## config.mk

```make
export PLATFORM = sky130hd
export DESIGN_NAME = c16_regfile_flat
export DESIGN_NICKNAME = d
export VERILOG_FILES = /design/src/source/c16_pkg.sv /design/src/source/c16_ifs.sv /design/src/source/c16_regfile.sv /design/src/flat_wrapper.sv
export SDC_FILE = /design/constraint.sdc
export NUM_CORES = 1
export LEC_CHECK = 0
export ABC_AREA = 0
export BUFFER_PORTS_ARGS = -buffer_cell sky130_fd_sc_hd__buf_2
export CELL_PAD_IN_SITES_DETAIL_PLACEMENT = 1
export CELL_PAD_IN_SITES_GLOBAL_PLACEMENT = 2
export CORE_AREA = 2 2 156 158
export DETAILED_ROUTE_END_ITERATION = 10
export DIE_AREA = 0 0 158 160
export GPL_ROUTABILITY_DRIVEN = 0
export PLACE_DENSITY_LB_ADDON = 0.1
export SYNTH_ARGS = -nofsm -noshare
export SYNTH_HDL_FRONTEND = slang
export SYNTH_SLANG_ARGS = --single-unit
```

## constraint.sdc

```tcl
create_clock -name clk -period 2.7 [get_ports clk]
set_input_delay 0.27 -clock clk [delete_from_list [all_inputs] [get_ports clk]]
set_output_delay 0.27 -clock clk [all_outputs]
set_load 0.05 [all_outputs]
```

## src/source/c16_pkg.sv

```systemverilog
package c16_pkg;

  typedef logic [15:0] word_t;
  typedef logic [2:0]  reg_addr_t;

  // Instruction opcodes, bits [15:11]
  // _i forms take a register plus imm5, _r forms two registers, _p forms pc plus imm8
  typedef enum logic [4:0] {
    add_i  = 5'b00000,
    add_r  = 5'b00001,
    sub_i  = 5'b00010,
    sub_r  = 5'b00011,
    slt_i  = 5'b00100,
    slt_r  = 5'b00101,
    shl_i  = 5'b10000,
    shl_r  = 5'b10001,
    ld_i   = 5'b10100,
    ld_p   = 5'b10101,
    st_i   = 5'b10110,
    st_p   = 5'b10111,
    lea_i  = 5'b11000,
    lea_p  = 5'b11001,
    call_i = 5'b11010,
    call_p = 5'b11011,
    brz_i  = 5'b11110,
    brz_p  = 5'b11111
  } opcode_e;

  // Operations carried from decode to execute
  typedef enum logic [3:0] {
    op_add  = 4'h0,
    op_sub  = 4'h1,
    op_slt  = 4'h2,
    op_shl  = 4'h3,
    op_call = 4'h4,
    op_brz  = 4'h5,
    op_ld   = 4'h6,
    op_st   = 4'h7,
    op_nop  = 4'hf
  } exec_op_e;

  localparam int        num_regs    = 8;
  localparam reg_addr_t discard_reg = 3'd7;
  // First step after reset lands on address 0
  localparam word_t     reset_pc    = 16'hffff;

endpackage

```

## src/source/c16_ifs.sv

```systemverilog
`timescale 1ns/1ps

// Two combinational register reads from decode
interface reg_read_if;
  import c16_pkg::*;

  reg_addr_t addr_0;
  reg_addr_t addr_1;
  word_t     value_0;
  word_t     value_1;

  modport decoder (output addr_0, output addr_1, input value_0, input value_1);
  modport regfile (input addr_0, input addr_1, output value_0, output value_1);
endinterface


```

## src/source/c16_regfile.sv

```systemverilog
`timescale 1ns/1ps

module c16_regfile (
  input  logic                clk,
  input  logic                rst_n,
  input  c16_pkg::reg_addr_t  wb_dest,
  input  c16_pkg::word_t      wb_value,
  input  logic                wb_en,
  input  c16_pkg::reg_addr_t  ld_dest,
  input  c16_pkg::word_t      ld_data,
  input  logic                ld_en,
  input  c16_pkg::reg_addr_t  dbg_addr,
  reg_read_if.regfile         reg_port,
  output c16_pkg::word_t      dbg_value
);
  import c16_pkg::*;

  word_t regs [num_regs];

  // Stored value with this cycle's writes forwarded, load write last so it wins
  function automatic word_t read_port(input reg_addr_t addr);
    word_t value;
    value = regs[addr];
    if (wb_en && wb_dest == addr && addr != discard_reg) begin
      value = wb_value;
    end
    if (ld_en && ld_dest == addr && addr != discard_reg) begin
      value = ld_data;
    end
    return value;
  endfunction

  always_comb begin
    reg_port.value_0 = read_port(reg_port.addr_0);
    reg_port.value_1 = read_port(reg_port.addr_1);
    dbg_value        = read_port(dbg_addr);
  end

  always_ff @(posedge clk) begin
    if (!rst_n) begin
      for (int i = 0; i < num_regs; i++) begin
        regs[i] <= '0;
      end
    end else begin
      if (wb_en && wb_dest != discard_reg) begin
        regs[wb_dest] <= wb_value;
      end
      // Same target as wb: this later assignment takes effect
      if (ld_en && ld_dest != discard_reg) begin
        regs[ld_dest] <= ld_data;
      end
    end
  end

endmodule

```

## src/flat_wrapper.sv

```systemverilog
// flat-port wrapper written by rule: the top's interface ports become plain ports
module c16_regfile_flat import c16_pkg::*;
  (clk, rst_n, wb_dest, wb_value, wb_en, ld_dest, ld_data, ld_en, dbg_addr, dbg_value, reg_port_addr_0, reg_port_addr_1, reg_port_value_0, reg_port_value_1);
  reg_read_if reg_port_i ();
  input  logic clk;
  input  logic rst_n;
  input  c16_pkg::reg_addr_t wb_dest;
  input  c16_pkg::word_t wb_value;
  input  logic wb_en;
  input  c16_pkg::reg_addr_t ld_dest;
  input  c16_pkg::word_t ld_data;
  input  logic ld_en;
  input  c16_pkg::reg_addr_t dbg_addr;
  output c16_pkg::word_t dbg_value;
  input wire logic [$bits(reg_port_i.addr_0)-1:0] reg_port_addr_0;
  input wire logic [$bits(reg_port_i.addr_1)-1:0] reg_port_addr_1;
  output wire logic [$bits(reg_port_i.value_0)-1:0] reg_port_value_0;
  output wire logic [$bits(reg_port_i.value_1)-1:0] reg_port_value_1;
  assign reg_port_i.addr_0 = reg_port_addr_0;
  assign reg_port_i.addr_1 = reg_port_addr_1;
  assign reg_port_value_0 = reg_port_i.value_0;
  assign reg_port_value_1 = reg_port_i.value_1;
  c16_regfile u_core (.clk(clk), .rst_n(rst_n), .wb_dest(wb_dest), .wb_value(wb_value), .wb_en(wb_en), .ld_dest(ld_dest), .ld_data(ld_data), .ld_en(ld_en), .dbg_addr(dbg_addr), .reg_port(reg_port_i), .dbg_value(dbg_value));
endmodule
```

# Yosys cells after proc, flatten, opt, wreduce, memory -nomap -nowiden
# Memory sizes are Yosys's and may differ from the RTL's.
# Index checks and enable logic that the tools add are counted.
[op_classes]
eq_ne = 11
n_mux = 19
n_reduce_logical = 16
[ops]
columns = ["cell", "n"]
rows = [
  ["16-bit 2-to-1 mux", 8],
  ["16-bit OR reduction", 2],
  ["3-bit == test", 6],
  ["3-bit != test (second input constant)", 5],
  ["1-bit logical AND", 14],
  ["1-bit 2-to-1 mux", 9],
  ["3-bit 2-to-1 mux", 2],
]
[word_totals]
register_bits = 0
ramBits = 128
input_bits = 51
output_inout_bits = 48
wordCells = 47
memories = 1
[mem_list]
columns = ["memory", "words", "word_bits", "rd", "rd_clocked_by_memory_dff", "wr", "line_no", "rtl"]
rows = [
  ["u_core.regs", 8, 16, 3, 0, 8, "c16_regfile.sv:18", "word_t regs [num_regs];"],
]

# Longest topological paths before layout
# Gate-level depths: netlist of run 1.
[depth]
depth_word = 7
ltp_mapped = 7
mapped_depth_nobuf = 4

# Worst setup path before layout of run 1
# Ideal clock, no wire load.
[synth_path]
path_type = "input-to-output"
startpoint = "input port dbg_addr[0]"
endpoint = "output port dbg_value[10]"
t_arrival_ns = 2.526
t_required_ns = 2.430
slack_ns = -0.096
stages = 6
path_buffers = 2
path_cell_list = "buf_4 > a21boi_0 > o2111a_1 > clkbuf_1 > a21oi_1 > o31ai_1"
[synth_via]
elab_chain_len = 5
word_cells_on_any_way = 10
classes_between = "eq/ne (3); mux (2); reduce/logical (4); memory (1)"
[synth_lines]
columns = ["element", "line_no", "rtl"]
rows = [
  ["start, declared", "flat_wrapper.sv:13", "input c16_pkg::reg_addr_t dbg_addr;"],
  ["branches (longest 4 deep; another with memory read 8 x 16 bit)", "n/a", ""],
  ["16-bit 2-to-1 mux *", "c16_regfile.sv:27", "if (ld_en && ld_dest == addr && addr != discard_reg) begin"],
  ["end, declared", "flat_wrapper.sv:14", "output c16_pkg::word_t dbg_value;"],
]
# Every way passes the cells marked *.

# Worst setup path in the final report of run 1
[layout_path]
startpoint = "input port wb_dest[2]"
endpoint = "output port reg_port_value_1[9]"
[layout_via]
elab_chain_len = 5
[layout_lines]
columns = ["element", "line_no", "rtl"]
rows = [
  ["start, declared", "flat_wrapper.sv:7", "input c16_pkg::reg_addr_t wb_dest;"],
  ["3-bit == test", "c16_regfile.sv:24", "if (wb_en && wb_dest == addr && addr != discard_reg) begin"],
  ["1-bit logical AND (2 in a row)", "c16_regfile.sv:24", ""],
  ["16-bit 2-to-1 mux", "c16_regfile.sv:24", ""],
  ["16-bit 2-to-1 mux", "c16_regfile.sv:27", ""],
  ["end, declared", "flat_wrapper.sv:18", "output wire logic [$bits(reg_port_i.value_1)-1:0] reg_port_value_1;"],
]
# Every way passes these cells.

==> results by group, run 1 <==
Outcome
  • Status: finished clean

Synth
  • Yosys top cell area share: 0.395
  • Synth area leader: edfxtp_1
  • Post-synth EDFFs: 128
  • Synthesized area per cell: 12.8 µm²
  • Async S/R FF share, synth: 0
  • Post-Syn Area: 0.00974 mm²
  • Unique masters post-synth: 33
  • Synth warn: 0
  • Syn Inst Count: 762
  • Synthesis-stage register bit count: 128
  • Ranking of synthesized cells by area: edfxtp_1, mux4_2, a22o_1
  • Most used DFF post-synth: edfxtp_1
  • Sequential area share after synthesis: 0.395

Detailed routing
  • Wirelength per Cell: 34.3 µm
  • DR pass1 iterations: 5
  • Routed Antenna Nets: 0
  • DR vias/cell: 7.00
  • DR iter-0 viols: 868
  • DRC: 0
  • Final wirelength: 40,600 µm
  • DR vias: 8,293

Global route
  • First-pass GRT wire length: 58,900 µm
  • Initial antenna violation count: 1
  • Gr ovfl total: 0
  • Largest net degree at the start of global routing: 33
  • Vias in the first global route: 8,601
  • Total global-route track usage: 0.328

STA
  • Period utilization: 0.982
  • Final min period: 2.65 ns
  • Max frequency: 377 MHz
  • Final setup fails: 0
  • Max-slew headroom: 0.264
  • Slew Limit Fails: 0
  • Worst-Margin Slew: 1.10 ns
  • Endpoints failing hold: 0
  • Setup TNS: 0 ns
  • RSZ-0062 raised after global routing: false

Pwr
  • Worst ir drop on vdd: 276 µV
  • Leakage: 4.00 nW
  • PD cells: 610 mW/mm²

Clock tree
  • Clock tree sinks: 128
  • Post-CTS Setup Bufs: 0
  • H-tree depth: 4
  • Cts bufs inserted: 17
  • CTS Buffer Depth: 2
  • Root Driver: clkbuf_16
  • Worst-path clk slew: 0.06 ns
  • CTS tree: yes

Layout
  • Register with the most flip-flops: u_core.regs
  • Top Registers: u_core.regs: 128 flops
  • Antenna cell count: 0
  • Max reg flops: 128
  • Commonest non-fill, non-tap cell in the layout: edfxtp_1
  • Non-filler cells, final: 1,184
  • Sequential Area: 0.00384 mm²
  • Multi-input gate area: 0.00569 mm²
  • Most frequent cells in the layout: edfxtp_1, a22o_1, buf_2
  • Share of cells above drive strength 1: 0.450
  • FILL cells: 2,465
  • Nets: 898
  • Area added between synthesis and finish: 19.0%

Setup path
  • Required time worst endpoint: 2.43 ns
  • CP Capture Type: output pin
  • Kind of critical path: input port to output pin
  • CP Max Fanout: 16
  • Startpoint types: input port
  • CP arrival: 2.38 ns

Hold path
  • Hold WC Path Type: input port to flip-flop

Placement
  • Placed Instances: 1,152
  • DP HPWL: 26,600 µm
  • Port bufs: 98

Floorplan
  • Initial Util: 0.409
  • Die H: 160 µm
  • Die width: 158 µm
  • Die ar.: 0.0253 mm²
  • Top-Level Pins: 99
  • Total core area: 0.0238 mm²
  • Core Rows: 57

Flow run
  • Max-cap violations: 0
==> through the flow <==
step	hold WS (ns)	cell area [µm²]	util	setup slack, ns	total power [mW]
after floorplan	0.663	9930	-	-0.0102	3.98
after global placement	0.721	11000	0.461	0.122	4.60
after detailed placement	0.729	11000	0.461	-0.0167	4.65
after CTS	0.282	11600	0.486	0.0969	7.07
after global routing	0.311	11600	0.487	0.0220	7.26
final	0.302	11600	0.487	0.0474	7.07
==> where the power goes <==
part           internal, mW  switching, mW  total (mW)
Combinational         0.760           1.41        2.17
Sequential             2.36          0.117        2.48
Clock                  1.45          0.978        2.43
Total                  4.57           2.50        7.07
==> Yosys cell counts, drive strengths merged (2+ instances only) <==
master   count
a2111oi      3
a21bo        3
a21boi       3
a21oi       48
a22o       112
and2         3
buf         71
clkbuf      36
edfxtp     128
inv          3
mux2        48
mux4        96
nand2        4
nand2b       7
nand3       51
nor2         6
nor2b        3
nor3        57
nor4         2
o2111a       3
o2111ai      3
o221ai       4
o31ai       48
or3          3
xnor2        9
xor2         6
==> timing repair <==
action                     CTS  global route
resized for setup            1             2
setup endpoints to repair    1             1
hold buffers                 0             0
==> metal layers <==
metal	routed length, µm	GRT usage
met1	16400	0.451
met2	19400	0.514
met3	3690	0.0730
met4	1090	0.114
met5	0	0
==> worst max-delay path, cell delays in order <==
cell,delay (ns)
buf_2,0.27
xnor2_2,0.93
a21oi_1,0.17
o31ai_2,0.38
buf_2,0.33
==> worst paths after layout <==
kind                    start                  end  slack (ns)  depth (start not counted)
setup / recovery   wb_dest[2]  reg_port_value_1[9]        0.05                          5
hold / removal    wb_value[9]    u_core.regs[5][9]        0.30                          2
==> layout make-up <==
cell class,instances,area share
Clock inverter,14,0.0143
Multi-Input combinational cell,539,0.491
Clock buffer,18,0.0370
Sequential cell,128,0.332
Tap cell,324,0.0350
Timing Repair Buffer,158,0.0898
Inverter,3,0.000972
==> logic make-up (layout without fill, tap and decap cells) <==
| family | after synthesis | count (layout) | share of synthesized area |
|---|---|---|---|
| other | 1 | 16 | 0.000385 |
| flip-flops | 128 | 128 | 0.395 |
| AND/OR/NAND/NOR | 137 | 137 | 0.0755 |
| multiplexers | 144 | 144 | 0.277 |
| AO/OA/AOI/OAI | 227 | 227 | 0.186 |
| XOR/XNOR | 15 | 15 | 0.0135 |
| buffers and inverters | 110 | 193 | 0.0527 |
No activity file was read; power rests on OpenSTA's default activity.
==> run 2: changes to the inputs <==
--- a/config.mk
+++ b/config.mk
@@ -9,9 +9,9 @@
 export BUFFER_PORTS_ARGS = -buffer_cell sky130_fd_sc_hd__buf_2
 export CELL_PAD_IN_SITES_DETAIL_PLACEMENT = 1
 export CELL_PAD_IN_SITES_GLOBAL_PLACEMENT = 2
-export CORE_AREA = 2 2 156 158
+export CORE_AREA = 2 2 219 113
 export DETAILED_ROUTE_END_ITERATION = 10
-export DIE_AREA = 0 0 158 160
+export DIE_AREA = 0 0 221 115
 export GPL_ROUTABILITY_DRIVEN = 0
 export PLACE_DENSITY_LB_ADDON = 0.1
 export SYNTH_ARGS = -nofsm -noshare
==> constraint.sdc (replaced) <==
create_clock -name clk -period 2.8 [get_ports clk]
set_input_delay 0.28 -clock clk [delete_from_list [all_inputs] [get_ports clk]]
set_output_delay 0.28 -clock clk [all_outputs]
set_load 0.05 [all_outputs]
==> results by group, run 2 (synthesis results as in run 1) <==
Setup path
  • Worst path max stage delay: 0.51 ns
  • Kind of critical path: flip-flop to output pin
  • CP Capture Type: output pin
  • Required time worst endpoint: 2.52 ns
  • CP max-delay cell: mux4_2
  • Cell Chain, Critical Path: mux4_2 > mux2_2 > a21oi_1 > o31ai_1 > buf_2
  • CP Max Fanout: 3
  • CP arrival: 2.26 ns
  • Startpoint types: flip-flop

Detailed routing
  • Wirelength per Cell: 36.0 µm
  • DRC: 0
  • DR pass1 iterations: 5
  • DR vias: 8,482
  • Final wirelength: 42,700 µm
  • Routed Antenna Nets: 0
  • DR iter-0 viols: 1,290
  • DR vias/cell: 7.16

Clock tree
  • Cts bufs inserted: 17
  • Clock tree sinks: 128
  • Root Driver: clkbuf_16
  • Worst-path clk slew: 0.06 ns
  • H-tree depth: 4
  • Cts repair resizes: 0
  • CTS Buffer Depth: 2
  • CTS tree: yes
  • Post-CTS Setup Bufs: 0
  • Hold_buf cts: 0

Pwr
  • Worst ir drop on vdd: 374 µV
  • Leakage: 4.00 nW
  • Pwr Total: 6.92 mW
  • PD cells: 597 mW/mm²

Global route
  • Initial antenna violation count: 0
  • Largest net degree at the start of global routing: 33
  • Met1 GRT Util: 0.485
  • Total global-route track usage: 0.341
  • Vias in the first global route: 8,667
  • First-pass GRT wire length: 61,500 µm
  • Met2 Use GR: 0.507
  • GR Util met3: 0.0902
  • Grt peak-use layer: met2
  • Gr ovfl total: 0

Layout
  • Non-filler cells, final: 1,185
  • Commonest non-fill, non-tap cell in the layout: edfxtp_1
  • Fin util: 0.491
  • Most frequent cells in the layout: edfxtp_1, a22o_1, buf_2
  • Register with the most flip-flops: u_core.regs
  • Area added between synthesis and finish: 18.9%
  • Nets: 908
  • Max reg flops: 128
  • Antenna cell count: 0
  • FILL cells: 2,390
  • Top Registers: u_core.regs: 128 flops
  • Share of cells above drive strength 1: 0.441

Placement
  • Placed Instances: 1,153
  • DP HPWL: 28,000 µm
  • Port bufs: 98

STA
  • Slew Limit Fails: 0
  • Max-slew headroom: 0.532
  • Max frequency: 394 MHz
  • Final setup fails: 0
  • WHS: 0.299 ns
  • Final min period: 2.54 ns
  • Endpoints failing hold: 0
  • RSZ-0062 raised after global routing: false
  • Setup TNS: 0 ns
  • Period utilization: 0.907
  • Worst-Margin Slew: 0.698 ns

Hold path
  • Hold WC Path Type: input port to flip-flop
  • Hold Path End: u_core.regs[6][3]
  • Worst Hold Path Cells: 2
  • Hold Startpoint: ld_data[3]

Floorplan
  • Die ar.: 0.0254 mm²
  • Total core area: 0.0236 mm²
  • Core Rows: 40
  • Top-Level Pins: 99
  • Die width: 221 µm
  • Initial Util: 0.413
  • Die H: 115 µm

Outcome
  • Status: finished clean

Flow run
  • Max-cap violations: 0
==> run 2: per-stage QoR <==
stage | setup slack [ns] | instance area (µm²)
after floorplan | 0.0698 | 9910
after global placement | 0.305 | 11000
after detailed placement | 0.314 | 11000
after CTS | 0.262 | 11600
after global routing | 0.159 | 11600
final | 0.262 | 11600
==> run 2: layout make-up <==
| cell class | instances | area, µm² | share of cell area |
|---|---|---|---|
| inverters | 3 | 11.3 | 0.000972 |
| well taps | 315 | 394 | 0.0340 |
| multi-input cells | 539 | 5610 | 0.484 |
| clock inverters | 14 | 189 | 0.0163 |
| clock buffers | 18 | 429 | 0.0371 |
| flip-flops and latches | 128 | 3840 | 0.332 |
| repair buffers | 168 | 1100 | 0.0953 |
==> run 2: power breakdown <==
| group | total (mW) | switching [mW] | internal, mW | leakage (nW) |
|---|---|---|---|---|
| Combinational | 2.11 | 1.38 | 0.733 | 2.47 |
| Sequential | 2.40 | 0.127 | 2.28 | 1.25 |
| Clock | 2.40 | 0.914 | 1.48 | 0.288 |
==> run 2: critical path, delay by kind of cell (launching register included) <==
family | cells | cell delay, ns
buffers and inverters | 1 | 0.24
muxes | 2 | 0.83
AOI/OAI and AO/OA | 2 | 0.29
DFF | 1 | 0.45
==> run 2: how the worst max path moves through the flow <==
stage / from / endpoint
2_1_floorplan: reg_port_addr_0[0] / reg_port_value_0[10]
3_3_place_gp: dbg_addr[0] / dbg_value[14]
3_5_place_dp: dbg_addr[0] / dbg_value[14]
4_1_cts: u_core.regs[2][14] / dbg_value[14]
5_1_grt: wb_dest[1] / reg_port_value_0[8]
6_report: u_core.regs[7][4] / reg_port_value_0[4]
==> run 2: routing by layer <==
metal	part of all wire	routed length, µm	vias up
met3	0.11	4810	75
li1	-	-	3374
met2	0.44	18800	626
met1	0.42	18100	4407
met4	0.024	1040	0
met5	0	0	-
==> run 3: changes to the inputs <==
--- a/config.mk
+++ b/config.mk
@@ -9,9 +9,9 @@
 export BUFFER_PORTS_ARGS = -buffer_cell sky130_fd_sc_hd__buf_2
 export CELL_PAD_IN_SITES_DETAIL_PLACEMENT = 1
 export CELL_PAD_IN_SITES_GLOBAL_PLACEMENT = 2
-export CORE_AREA = 2 2 219 113
+export CORE_AREA = 2 2 230 119
 export DETAILED_ROUTE_END_ITERATION = 10
-export DIE_AREA = 0 0 221 115
+export DIE_AREA = 0 0 232 121
 export GPL_ROUTABILITY_DRIVEN = 0
 export PLACE_DENSITY_LB_ADDON = 0.1
 export SYNTH_ARGS = -nofsm -noshare
==> constraint.sdc (replaced) <==
create_clock -name clk -period 2.3 [get_ports clk]
set_input_delay 0.23 -clock clk [delete_from_list [all_inputs] [get_ports clk]]
set_output_delay 0.23 -clock clk [all_outputs]
set_load 0.05 [all_outputs]
==> results by group, run 3 (synthesis results as in run 1) <==
Outcome
  • Status: finished, violations left
  • Violated checks: negative setup slack

STA
  • Period utilization: 1.03
  • RSZ-0062 raised after global routing: true
  • Setup TNS: -0.735 ns
  • Worst-Margin Slew: 1.20 ns
  • Final setup fails: 27
  • Slew Limit Fails: 0
  • Max frequency: 423 MHz
  • Final min period: 2.36 ns
  • Max-slew headroom: 0.196
  • Endpoints failing hold: 0
  • Crit path setup slack, layout: -0.0646 ns

Global route
  • Met2 Use GR: 0.480
  • Met1 GRT Util: 0.487
  • Grt peak-use layer: met1
  • Vias in the first global route: 8,984
  • First-pass GRT wire length: 65,900 µm
  • GR Util met3: 0.0980
  • Total global-route track usage: 0.337
  • Initial antenna violation count: 0
  • Largest net degree at the start of global routing: 23
  • Gr ovfl total: 0

Floorplan
  • Core Rows: 42
  • Initial Util: 0.375
  • Die ar.: 0.0281 mm²
  • Die width: 232 µm
  • Total core area: 0.0260 mm²
  • Die H: 121 µm
  • Top-Level Pins: 99

Clock tree
  • Worst-path clk slew: 0.06 ns
  • Root Driver: clkbuf_16
  • Clock tree sinks: 128
  • CTS tree: yes
  • H-tree depth: 4
  • Post-CTS Setup Bufs: 0
  • CTS Buffer Depth: 2
  • Cts bufs inserted: 17

Setup path
  • CP Capture Type: output pin
  • Startpoint types: flip-flop
  • CP arrival: 2.13 ns
  • CP Max Fanout: 3
  • Required time worst endpoint: 2.07 ns
  • Kind of critical path: flip-flop to output pin

Layout
  • Antenna cell count: 0
  • Max reg flops: 128
  • Commonest non-fill, non-tap cell in the layout: edfxtp_1
  • Top Registers: u_core.regs: 128 flops
  • Area added between synthesis and finish: 36.3%
  • Register with the most flip-flops: u_core.regs
  • Share of cells above drive strength 1: 0.551
  • Nets: 946
  • Most frequent cells in the layout: edfxtp_1, a22o_1, mux4_2

Detailed routing
  • DR vias/cell: 7.03
  • DR pass1 iterations: 5
  • Final wirelength: 46,600 µm
  • DR iter-0 viols: 1,276
  • DRC: 0
  • DR vias: 8,857
  • Wirelength per Cell: 37.0 µm
  • Routed Antenna Nets: 0

Placement
  • DP HPWL: 32,100 µm
  • Port bufs: 98
  • Pre-CTS setup slack: -0.126 ns

Pwr
  • Leakage: 4.69 nW
  • Pwr Total: 9.34 mW
  • PD cells: 703 mW/mm²
  • Worst ir drop on vdd: 569 µV

Hold path
  • Hold WC Path Type: input port to flip-flop

Flow run
  • Max-cap violations: 0
-- run 3: cell type report --
cell class | instances | area, µm²
clock buffers | 19 | 433
clock inverters | 13 | 209
fillers | 2565 | 12700
inverters | 3 | 11.3
multi-input cells | 539 | 6480
flip-flops and latches | 128 | 3840
well taps | 352 | 440
repair buffers | 206 | 1860
-- run 3: worst max-delay path, stage by stage (launching register included) --
cell and delay, ns:
edfxtp_1 0.47, mux4_2 0.51, mux2_4 0.28, a21oi_4 0.15, o31ai_4 0.10, buf_6 0.17
-- run 3: path summary, 6_finish.rpt --
| check | from | end | slack (ns) | cells after the start |
|---|---|---|---|---|
| max | u_core.regs[7][6] | reg_port_value_1[6] | -0.06 | 5 |
| min | wb_value[3] | u_core.regs[1][3] | 0.26 | 2 |
-- run 3: power breakdown --
part	switching (mW)	leakage (nW)	internal [mW]
clock network	1.14	0.306	1.93
registers	0.156	1.25	2.77
logic	1.97	3.14	1.37
total	3.27	4.69	6.07
-- run 3: stage by stage --
| stage | hold slack [ns] | std cells | utilization | cell area (µm²) |
|---|---|---|---|---|
| global placement | 0.690 | 1230 | 0.452 | 11700 |
| floorplan | 0.623 | 777 | - | 10100 |
| finish | 0.256 | 1260 | 0.510 | 13300 |
| detailed placement | 0.697 | 1230 | 0.452 | 11800 |
| global route | 0.260 | 1260 | 0.510 | 13300 |
| CTS | 0.239 | 1260 | 0.503 | 13100 |
-- run 3: timing repair --
item                                    in CTS  in global routing
pin swaps                                   10                 10
resized for setup                          183                 42
hold buffers                                 0                  0
endpoints found under the setup margin      48                 48
endpoints found under the hold margin        0                  0
-- run 3: per-layer routing --
| metal | vias up | share of wire | wire length (µm) |
|---|---|---|---|
| met5 | - | 0 | 0 |
| met3 | 104 | 0.12 | 5520 |
| met2 | 646 | 0.43 | 19900 |
| li1 | 3452 | - | - |
| met4 | 0 | 0.029 | 1350 |
| met1 | 4655 | 0.43 | 19800 |
